## config.mk

```make
export PLATFORM = sky130hd
export DESIGN_NAME = decode_execute_top
export DESIGN_NICKNAME = d
export VERILOG_FILES = /design/src/cpu_pkg.sv /design/src/id_ex_if.sv /design/src/wb_if.sv /design/src/register_file.sv /design/src/instr_decoder.sv /design/src/id_ex_pipe_reg.sv /design/src/execute_stage.sv /design/src/decode_execute_top.sv
export SDC_FILE = /design/constraint.sdc
export NUM_CORES = 1
export LEC_CHECK = 0
export BUFFER_PORTS_ARGS = -buffer_cell sky130_fd_sc_hd__buf_4
export CAP_MARGIN = 15
export CORE_MARGIN = 2
export CORE_UTILIZATION = 60
export DETAILED_ROUTE_END_ITERATION = 8
export GPL_ROUTABILITY_DRIVEN = 0
export GPL_TIMING_DRIVEN = 0
export PLACE_DENSITY = 0.77
export SLEW_MARGIN = 20
export SYNTH_ARGS = -nofsm -noshare
export SYNTH_HDL_FRONTEND = slang
export SYNTH_SLANG_ARGS = --single-unit
```

## constraint.sdc

```tcl
create_clock -name clk -period 8 [get_ports clk]
set_input_delay 2 -clock clk [delete_from_list [all_inputs] [get_ports clk]]
set_output_delay 2 -clock clk [all_outputs]
set_load 0.02 [all_outputs]
```

## src/cpu_pkg.sv

```systemverilog
package cpu_pkg;

  ////////////////////
  // Widths
  ////////////////////
  localparam int WORD_W   = 16;  // Data path and address width
  localparam int REG_ID_W = 4;   // Register number width
  localparam int FLAG_W   = 3;   // Z, N and V
  localparam int NUM_REGS = 16;  // Architectural registers r0 to r15

  typedef logic [WORD_W-1:0]   word_t;    // Register value or ALU operand
  typedef logic [WORD_W-1:0]   addr_t;    // Instruction address
  typedef logic [WORD_W-1:0]   instr_t;   // Raw instruction word
  typedef logic [REG_ID_W-1:0] reg_id_t;  // Register number
  typedef logic [3:0]          alu_op_t;  // ALU operation, same encoding as the opcode
  typedef logic [FLAG_W-1:0]   flags_t;   // Condition flags

  ////////////////////
  // Instruction fields
  ////////////////////
  localparam int OPC_MSB  = 15;
  localparam int OPC_LSB  = 12;
  localparam int RD_MSB   = 11;
  localparam int RD_LSB   = 8;
  localparam int RS_MSB   = 7;
  localparam int RS_LSB   = 4;
  localparam int RT_MSB   = 3;   // Also the 4-bit immediate
  localparam int RT_LSB   = 0;
  localparam int IMM8_MSB = 7;   // LLI immediate overlaps rs and rt
  localparam int IMM8_LSB = 0;

  // Bit positions inside flags_t
  localparam int FLAG_Z = 2;
  localparam int FLAG_N = 1;
  localparam int FLAG_V = 0;

  ////////////////////
  // Opcodes
  ////////////////////
  localparam alu_op_t OP_ADD  = 4'h0;
  localparam alu_op_t OP_SUB  = 4'h1;
  localparam alu_op_t OP_XOR  = 4'h2;
  localparam alu_op_t OP_AND  = 4'h3;
  localparam alu_op_t OP_OR   = 4'h4;
  localparam alu_op_t OP_SLL  = 4'h5;
  localparam alu_op_t OP_SRL  = 4'h6;
  localparam alu_op_t OP_ADDI = 4'h7;
  localparam alu_op_t OP_LLI  = 4'h8;
  localparam alu_op_t OP_PCS  = 4'h9;
  localparam alu_op_t OP_HLT  = 4'hF;  // Opcodes 10 to 14 decode as no-ops

endpackage

```

## src/id_ex_if.sv

```systemverilog
`timescale 1ns/10ps

interface id_ex_if import cpu_pkg::*; ();

  logic    valid;      // Bundle holds a live instruction
  addr_t   pc_next;    // Address of the following instruction, used by PCS
  reg_id_t src1;       // Source register numbers for forwarding
  reg_id_t src2;       // Zero when the operand is not a register
  word_t   alu_in1;
  word_t   alu_in2;
  word_t   alu_imm;    // Immediate already extended to a full word
  alu_op_t alu_op;
  logic    alu_src;    // Take alu_imm instead of alu_in2
  logic    z_en;
  logic    nv_en;
  reg_id_t rd;
  logic    reg_write;
  logic    halt;
  logic    pcs;

  modport sender (
    output valid, pc_next, src1, src2, alu_in1, alu_in2, alu_imm,
           alu_op, alu_src, z_en, nv_en, rd, reg_write, halt, pcs
  );

  modport receiver (
    input valid, pc_next, src1, src2, alu_in1, alu_in2, alu_imm,
          alu_op, alu_src, z_en, nv_en, rd, reg_write, halt, pcs
  );

endinterface

```

## src/wb_if.sv

```systemverilog
`timescale 1ns/10ps

interface wb_if import cpu_pkg::*; ();

  logic    wr_en;    // EX/WB holds a result that goes to a register
  reg_id_t wr_rd;
  word_t   wr_data;
  logic    halted;   // Sticky once a HLT has executed

  modport sender (output wr_en, wr_rd, wr_data, halted);

  // Register file write port
  modport receiver (input wr_en, wr_rd, wr_data);

  // Decoder only needs to know when to stop issuing
  modport halt_reader (input halted);

endinterface

```

## src/register_file.sv

```systemverilog
`timescale 1ns/10ps

module register_file import cpu_pkg::*; (
  input  logic    clk,
  input  logic    arst_n,
  input  reg_id_t rs_addr,
  input  reg_id_t rt_addr,
  output word_t   rs_data,
  output word_t   rt_data,
  wb_if.receiver  wb
);

  word_t regs [NUM_REGS];  // r0 is never written so it stays zero
  logic  rs_hit;           // Read address matches the live write port
  logic  rt_hit;

  always_ff @(posedge clk or negedge arst_n) begin
    if (!arst_n) begin
      for (int i = 0; i < NUM_REGS; i++) begin
        regs[i] <= '0;
      end
    end else if (wb.wr_en && (wb.wr_rd != '0)) begin
      regs[wb.wr_rd] <= wb.wr_data;  // Writes to r0 are dropped here
    end
  end

  // The EX/WB value counts as written in the cycle it is presented
  // This lets an instruction two behind see it without a stall
  assign rs_hit = wb.wr_en && (wb.wr_rd == rs_addr);
  assign rt_hit = wb.wr_en && (wb.wr_rd == rt_addr);

  assign rs_data = (rs_addr == '0) ? '0 :
                   rs_hit          ? wb.wr_data :
                                     regs[rs_addr];
  assign rt_data = (rt_addr == '0) ? '0 :
                   rt_hit          ? wb.wr_data :
                                     regs[rt_addr];

endmodule

```

## src/instr_decoder.sv

```systemverilog
`timescale 1ns/10ps

module instr_decoder import cpu_pkg::*; (
  input  logic       instr_valid,
  input  instr_t     instr,
  input  addr_t      pc_next,
  output reg_id_t    rs_addr,
  output reg_id_t    rt_addr,
  input  word_t      rs_data,
  input  word_t      rt_data,
  wb_if.halt_reader  wb,
  id_ex_if.sender    dec_bus
);

  alu_op_t    opcode;
  reg_id_t    rd_f;
  reg_id_t    rs_f;
  reg_id_t    rt_f;
  logic [3:0] imm4;       // ADDI offset or shift amount
  logic [7:0] imm8;       // LLI value
  word_t      imm;
  logic       alu_src;
  logic       z_en;
  logic       nv_en;
  logic       uses_rs;    // Operand 1 comes from a register
  logic       uses_rt;    // Operand 2 comes from a register
  logic       writes_rd;  // Opcode produces a register result

  ////////////////////
  // Field split
  ////////////////////
  assign opcode = instr[OPC_MSB:OPC_LSB];
  assign rd_f   = instr[RD_MSB:RD_LSB];
  assign rs_f   = instr[RS_MSB:RS_LSB];
  assign rt_f   = instr[RT_MSB:RT_LSB];
  assign imm4   = instr[RT_MSB:RT_LSB];
  assign imm8   = instr[IMM8_MSB:IMM8_LSB];

  assign rs_addr = rs_f;  // Register file reads are asynchronous
  assign rt_addr = rt_f;

  always_comb begin
    imm       = '0;
    alu_src   = 1'b0;
    z_en      = 1'b0;
    nv_en     = 1'b0;
    uses_rs   = 1'b0;
    uses_rt   = 1'b0;
    writes_rd = 1'b0;
    case (opcode)
      OP_ADD, OP_SUB: begin
        uses_rs   = 1'b1;
        uses_rt   = 1'b1;
        writes_rd = 1'b1;
        z_en      = 1'b1;
        nv_en     = 1'b1;
      end
      OP_XOR, OP_AND, OP_OR: begin
        uses_rs   = 1'b1;
        uses_rt   = 1'b1;
        writes_rd = 1'b1;
        z_en      = 1'b1;  // Logic ops leave N and V alone
      end
      OP_SLL, OP_SRL: begin
        uses_rs   = 1'b1;
        writes_rd = 1'b1;
        z_en      = 1'b1;
        alu_src   = 1'b1;
        imm       = {{(WORD_W-4){1'b0}}, imm4};
      end
      OP_ADDI: begin
        uses_rs   = 1'b1;
        writes_rd = 1'b1;
        z_en      = 1'b1;
        nv_en     = 1'b1;
        alu_src   = 1'b1;
        imm       = {{(WORD_W-4){imm4[3]}}, imm4};  // Signed offset
      end
      OP_LLI: begin
        writes_rd = 1'b1;
        alu_src   = 1'b1;
        imm       = {{(WORD_W-8){1'b0}}, imm8};
      end
      OP_PCS:  writes_rd = 1'b1;
      default: writes_rd = 1'b0;  // HLT and the unused opcodes
    endcase
  end

  ////////////////////
  // Bundle out
  ////////////////////
  assign dec_bus.valid     = instr_valid & ~wb.halted;  // Nothing issues after HLT
  assign dec_bus.pc_next   = pc_next;
  assign dec_bus.src1      = uses_rs ? rs_f : '0;       // Zero disables forwarding
  assign dec_bus.src2      = uses_rt ? rt_f : '0;
  assign dec_bus.alu_in1   = rs_data;
  assign dec_bus.alu_in2   = rt_data;
  assign dec_bus.alu_imm   = imm;
  assign dec_bus.alu_op    = opcode;
  assign dec_bus.alu_src   = alu_src;
  assign dec_bus.z_en      = z_en;
  assign dec_bus.nv_en     = nv_en;
  assign dec_bus.rd        = rd_f;
  assign dec_bus.reg_write = writes_rd & (rd_f != '0);  // r0 results are discarded
  assign dec_bus.halt      = (opcode == OP_HLT);
  assign dec_bus.pcs       = (opcode == OP_PCS);

endmodule

```

## src/id_ex_pipe_reg.sv

```systemverilog
`timescale 1ns/10ps

module id_ex_pipe_reg import cpu_pkg::*; (
  input  logic      clk,
  input  logic      arst_n,
  input  logic      stall,
  input  logic      flush,
  id_ex_if.receiver dec_bus,
  id_ex_if.sender   ex_bus
);

  logic valid_q;  // Entry holds an instruction
  logic fresh_q;  // Entry was loaded at the last edge and has not been seen yet

  ////////////////////
  // Control state
  ////////////////////
  always_ff @(posedge clk or negedge arst_n) begin
    if (!arst_n) begin
      valid_q <= 1'b0;
      fresh_q <= 1'b0;
    end else begin
      if (flush) begin
        valid_q <= 1'b0;                 // Flush wins over stall
      end else if (!stall) begin
        valid_q <= dec_bus.valid;
      end
      fresh_q <= ~stall;                 // A held entry goes stale after one cycle
    end
  end

  assign ex_bus.valid = valid_q & fresh_q;  // Execute sees each entry once

  // Payload follows the decoder unless it is held or flushed
  always_ff @(posedge clk) begin
    if (flush) begin
      ex_bus.pc_next   <= '0;
      ex_bus.src1      <= '0;
      ex_bus.src2      <= '0;
      ex_bus.alu_in1   <= '0;
      ex_bus.alu_in2   <= '0;
      ex_bus.alu_imm   <= '0;
      ex_bus.alu_op    <= '0;
      ex_bus.alu_src   <= 1'b0;
      ex_bus.z_en      <= 1'b0;
      ex_bus.nv_en     <= 1'b0;
      ex_bus.rd        <= '0;
      ex_bus.reg_write <= 1'b0;
      ex_bus.halt      <= 1'b0;
      ex_bus.pcs       <= 1'b0;
    end else if (!stall) begin
      ex_bus.pc_next   <= dec_bus.pc_next;
      ex_bus.src1      <= dec_bus.src1;
      ex_bus.src2      <= dec_bus.src2;
      ex_bus.alu_in1   <= dec_bus.alu_in1;
      ex_bus.alu_in2   <= dec_bus.alu_in2;
      ex_bus.alu_imm   <= dec_bus.alu_imm;
      ex_bus.alu_op    <= dec_bus.alu_op;
      ex_bus.alu_src   <= dec_bus.alu_src;
      ex_bus.z_en      <= dec_bus.z_en;
      ex_bus.nv_en     <= dec_bus.nv_en;
      ex_bus.rd        <= dec_bus.rd;
      ex_bus.reg_write <= dec_bus.reg_write;
      ex_bus.halt      <= dec_bus.halt;
      ex_bus.pcs       <= dec_bus.pcs;
    end
  end

endmodule

```

## src/execute_stage.sv

```systemverilog
`timescale 1ns/10ps

module execute_stage import cpu_pkg::*; (
  input  logic      clk,
  input  logic      arst_n,
  id_ex_if.receiver ex_bus,
  wb_if.sender      wb,
  output flags_t    flags
);

  logic    issue;      // Live instruction and the core is not halted
  logic    fwd1;
  logic    fwd2;
  word_t   op1;
  word_t   op2_reg;    // Operand 2 after forwarding
  word_t   op2;
  word_t   alu_res;
  logic    ovf;        // Signed overflow of add or subtract
  logic    wr_en_q;
  reg_id_t wr_rd_q;
  word_t   wr_data_q;
  flags_t  flags_q;
  logic    halted_q;

  assign issue = ex_bus.valid & ~halted_q;

  ////////////////////
  // Forwarding
  ////////////////////
  assign fwd1 = wr_en_q && (ex_bus.src1 != '0) && (ex_bus.src1 == wr_rd_q);
  assign fwd2 = wr_en_q && (ex_bus.src2 != '0) && (ex_bus.src2 == wr_rd_q);

  assign op1     = fwd1 ? wr_data_q : ex_bus.alu_in1;
  assign op2_reg = fwd2 ? wr_data_q : ex_bus.alu_in2;
  assign op2     = ex_bus.alu_src ? ex_bus.alu_imm : op2_reg;

  always_comb begin
    alu_res = '0;
    ovf     = 1'b0;
    case (ex_bus.alu_op)
      OP_ADD, OP_ADDI: begin
        alu_res = op1 + op2;
        ovf     = (op1[WORD_W-1] == op2[WORD_W-1]) && (alu_res[WORD_W-1] != op1[WORD_W-1]);
      end
      OP_SUB: begin
        alu_res = op1 - op2;
        ovf     = (op1[WORD_W-1] != op2[WORD_W-1]) && (alu_res[WORD_W-1] != op1[WORD_W-1]);
      end
      OP_XOR:  alu_res = op1 ^ op2;
      OP_AND:  alu_res = op1 & op2;
      OP_OR:   alu_res = op1 | op2;
      OP_SLL:  alu_res = op1 << op2[$clog2(WORD_W)-1:0];
      OP_SRL:  alu_res = op1 >> op2[$clog2(WORD_W)-1:0];  // Logical so zeros shift in
      OP_LLI:  alu_res = op2;                             // Immediate straight through
      default: alu_res = '0;
    endcase
    if (ex_bus.pcs) begin
      alu_res = ex_bus.pc_next;  // PCS returns the address of the following instruction
    end
  end

  ////////////////////
  // EX/WB register
  ////////////////////
  always_ff @(posedge clk or negedge arst_n) begin
    if (!arst_n) begin
      wr_en_q   <= 1'b0;
      wr_rd_q   <= '0;
      wr_data_q <= '0;
      flags_q   <= '0;
      halted_q  <= 1'b0;
    end else begin
      wr_en_q  <= issue & ex_bus.reg_write;
      halted_q <= halted_q | (issue & ex_bus.halt);  // Stays set until reset
      if (issue && ex_bus.reg_write) begin
        wr_rd_q   <= ex_bus.rd;                      // Last result is held otherwise
        wr_data_q <= alu_res;
      end
      if (issue && ex_bus.z_en) begin
        flags_q[FLAG_Z] <= (alu_res == '0);
      end
      if (issue && ex_bus.nv_en) begin
        flags_q[FLAG_N] <= alu_res[WORD_W-1];
        flags_q[FLAG_V] <= ovf;
      end
    end
  end

  assign wb.wr_en   = wr_en_q;
  assign wb.wr_rd   = wr_rd_q;
  assign wb.wr_data = wr_data_q;
  assign wb.halted  = halted_q;
  assign flags      = flags_q;

endmodule

```

## src/decode_execute_top.sv

```systemverilog
`timescale 1ns/10ps

module decode_execute_top import cpu_pkg::*; (
  input  logic    clk,
  input  logic    arst_n,
  input  logic    instr_valid,
  input  instr_t  instr,
  input  addr_t   pc_next,
  input  logic    stall,
  input  logic    flush,
  output logic    result_valid,
  output reg_id_t result_rd,
  output word_t   result,
  output flags_t  flags,
  output logic    halted
);

  reg_id_t rs_addr;
  reg_id_t rt_addr;
  word_t   rs_data;
  word_t   rt_data;

  id_ex_if dec_bus ();  // Decoder to pipe register
  id_ex_if ex_bus ();   // Pipe register to execute
  wb_if    wb ();       // EX/WB back to decode and the register file

  ////////////////////
  // Decode
  ////////////////////
  register_file register_file_i (
    .clk     (clk),
    .arst_n  (arst_n),
    .rs_addr (rs_addr),
    .rt_addr (rt_addr),
    .rs_data (rs_data),
    .rt_data (rt_data),
    .wb      (wb.receiver)
  );

  instr_decoder instr_decoder_i (
    .instr_valid (instr_valid),
    .instr       (instr),
    .pc_next     (pc_next),
    .rs_addr     (rs_addr),
    .rt_addr     (rt_addr),
    .rs_data     (rs_data),
    .rt_data     (rt_data),
    .wb          (wb.halt_reader),
    .dec_bus     (dec_bus.sender)
  );

  ////////////////////
  // Execute
  ////////////////////
  id_ex_pipe_reg id_ex_pipe_reg_i (
    .clk     (clk),
    .arst_n  (arst_n),
    .stall   (stall),
    .flush   (flush),
    .dec_bus (dec_bus.receiver),
    .ex_bus  (ex_bus.sender)
  );

  execute_stage execute_stage_i (
    .clk    (clk),
    .arst_n (arst_n),
    .ex_bus (ex_bus.receiver),
    .wb     (wb.sender),
    .flags  (flags)
  );

  // Results leave straight from the EX/WB register
  assign result_valid = wb.wr_en;
  assign result_rd    = wb.wr_rd;
  assign result       = wb.wr_data;
  assign halted       = wb.halted;

endmodule

```

==> results by group <==
Outcome
  – Status: finished with violations
  – Failing checks: DRC

Synth
  – Post-synth EDFFs: 0
  – Syn_nets: 2055
  – Post-Syn Area: 0.02250 mm²
  – Top cells by count, synth: dfrtp_1 (283), mux2_2 (283), nor2_1 (183)
  – Syn Area/Cell: 11.46 µm²
  – Most area-hungry cell type in the Yosys netlist: dfrtp_1
  – Syn. warnings: 0
  – Synth async-reset ratio: 78.18%
  – Synth cell types: 93
  – Mapped Cells: 1963
  – Synth top area cells: dfrtp_1 (31%), mux4_2 (16%), mux2_2 (14%), dfxtp_1 (7.0%), mux2i_1 (3.6%)
  – Yosys reg bits: 362
  – Synth Flop Type: dfrtp_1
  – Top cell type's share of synthesized area: 31.48%
  – Register area share after synthesis: 38.51%

Critical path
  – WP buf/inv: 4
  – Setup crit start: execute_stage_i.wb.wr_en
  – Worst path top cell family by delay: simple AND/OR/NAND/NOR gates
  – FF-to-FF End: execute_stage_i.flags[2]
  – FF-to-FF Start: execute_stage_i.wb.wr_en
  – Critical path type: reg2reg
  – CP required: 8.44 ns
  – CP startpoint kind: register
  – WP data arrival: 7.31 ns
  – Ordered cell list for the critical path: clkbuf_1, nand3_2, nor3_1, buf_2, mux2_2, mux2i_1, inv_1, ha_1, clkbuf_1, and2_1, o211ai_1, a31oi_1, a31oi_1, a21boi_0, a2bb2oi_1, a221oi_1, a32o_1, nor4bb_1, nand4_1, nand4bb_1, o41ai_2
  – Crit. End Element: register
  – Reg2reg setup slack: 1.14 ns
  – Levels on crit path: 21
  – Largest stage delay on the critical path: 0.59 ns
  – CP max FO: 10
  – CP max stage cell: nor3_1
  – Cells on worst reg2reg path: 21

Timing
  – Final period util: 85.80%
  – Hold WS: 0.4847 ns
  – RSZ-0062 raised after global routing: no
  – Max-slew violations: 0
  – Fin. Hold Viols: 0
  – Post-route setup TNS: 0 ns
  – Setup Skew: 0.02022 ns
  – FMAX: 145.7 MHz
  – Final setup viols: 0
  – Final min period: 6.864 ns
  – Relative slew slack: 23.79%
  – Worst slew pin tran: 1.143 ns

Cells and area
  – Seq. cell area: 0.008663 mm²
  – Multi-input gate area in the final layout: 0.01288 mm²
  – FILL cells: 2714
  – Layout Nets: 2154
  – Layout area overhead: 10.60%
  – Fraction of layout cells with a size suffix above 1: 30.15%

GRT
  – Pin count of the biggest net entering global routing: 100
  – Global route total overflow: 0
  – GRT Overall Usage: 35.71%
  – Vias in the first global route: 17920
  – First-pass GRT wire length: 105.4 mm
  – Initial antenna violation count: 2

Clock tree
  – Clock Sinks: 362
  – H-Tree Depth: 2
  – Root Buffer: clkbuf_16
  – Hold buffer count at cts: 0
  – Clock buffer depth: 3
  – Post-CTS Resized: 0
  – Reg clk slew, reported paths: 0.06 ns
  – Clk_lat worst skew: 0.55 ns
  – Num CTS Buffers: 39
  – Setup Buffers After CTS: 0
  – CTS tree: yes

Worst hold path
  – Worst Hold Depth: 1
  – Hold Crit Start: register_file_i.regs[246]
  – Hold Path End: register_file_i.regs[246]
  – HP Class: reg2reg

Floorplan
  – I/O pin count: 62
  – Die Y-Extent: 197.6 µm
  – Initial Util: 61.15%
  – Die X: 197.6 µm
  – Core ar.: 0.03679 mm²
  – FP Rows: 70
  – Die area: 0.03906 mm²

Drt
  – Vias: 17810
  – DRC: 3
  – Avg WL per Cell: 26.91 µm
  – DR vias/cell: 6.969
  – Routed Antenna Nets: 0
  – DR pass1 iterations: 9
  – Total wire length: 68.75 mm
  – DR iter-0 viols: 2534

Pwr
  – IR Drop Worst-Case VDD: 0.0001897 V
  – PwrDens: 167.5 mW/mm²
  – Leak: 10.95 nW

Placement
  – IO buf count: 54
  – Post-detail-place hpwl: 51.40 mm

Job
  – Max Cap Viol: 0
## cells by family (layout without fill, tap and decap cells)
logic type      Yosys count  count (layout)  synth area share, %
mux                     529             529                34.16
other cells               0               1                    0
buf+inv                 236             359                4.311
fa+ha+maj                55              55                3.093
flops                   362             362                38.51
xor+xnor                 25              25                1.040
simple gates            408             408                8.243
compound gates          348             348                10.64
## layout by cell type (no fill, tap or decap), types with 44 or more instances in the layout
cell type	instances
buf_4	58
inv_1	44
dfxtp_1	79
mux4_2	160
nand2_1	99
dfrtp_1	283
mux2_2	283
o21ai_0	65
a21oi_1	78
mux2i_1	80
nor2_1	183
ha_1	54
clkbuf_1	154
## state kept, by name, summed over array words and instances, names as in the netlist, 3 cells and up
name                             cells
execute_stage_i.wb.wr_rd             4
id_ex_pipe_reg_i.ex_bus.src1         4
id_ex_pipe_reg_i.ex_bus.rd           4
execute_stage_i.wb.wr_data          16
id_ex_pipe_reg_i.ex_bus.alu_in2     16
id_ex_pipe_reg_i.ex_bus.src2         4
register_file_i.regs               256
id_ex_pipe_reg_i.ex_bus.alu_in1     16
execute_stage_i.flags                3
id_ex_pipe_reg_i.ex_bus.alu_imm      9
id_ex_pipe_reg_i.ex_bus.pc_next     16
id_ex_pipe_reg_i.ex_bus.alu_op       4
## report_power, final
group / internal (W) / switching (W) / leakage, nW
Combinational: 0.000148 / 0.000313 / 5.72
Clock: 0.00110 / 0.000737 / 0.639
Sequential: 0.00185 / 0.0000243 / 4.59
## layer usage
metal / up-vias / GRT usage, % / share of wire (%)
met5: - / 0 / 0.016
li1: 7527 / - / -
met4: 2 / 20.27 / 6.7
met3: 287 / 9.134 / 10
met1: 8890 / 45.05 / 37
met2: 1101 / 56.38 / 46
## final cells by class
class	instances	area share, %
tap	468	2.354
clock buffer	56	4.803
clock inverter	9	0.4074
multi-input combinational	1365	51.78
sequential	362	34.82
inverter	51	0.7845
antenna	1	0.01006
timing repair buffer	58	1.921
buffer	185	3.123
## worst max path at each step
stage | slack (ns) | endpoint
2_1_floorplan | 3.09 | execute_stage_i.flags[2]
3_3_place_gp | 1.62 | execute_stage_i.flags[2]
3_5_place_dp | 1.54 | execute_stage_i.flags[2]
4_1_cts | 1.52 | execute_stage_i.flags[2]
5_1_grt | 1.00 | execute_stage_i.flags[2]
6_report | 1.14 | execute_stage_i.flags[2]
## through the flow
step / cells / power [W] / instance area [µm²] / setup slack [ns] / utilization [%]
6_report: 2555 / 0.004168 / 24880 / 1.136 / 67.63
5_1_grt: 2554 / 0.004283 / 24880 / 1.000 / 67.63
4_1_cts: 2553 / 0.004170 / 24860 / 1.522 / 67.59
3_5_place_dp: 2488 / 0.002351 / 23570 / 1.536 / 64.06
3_3_place_gp: 2485 / 0.002337 / 23490 / 1.621 / 63.85
2_1_floorplan: 1963 / 0.002169 / 22500 / 3.094 / -
Power figures use the tool's default switching activity.
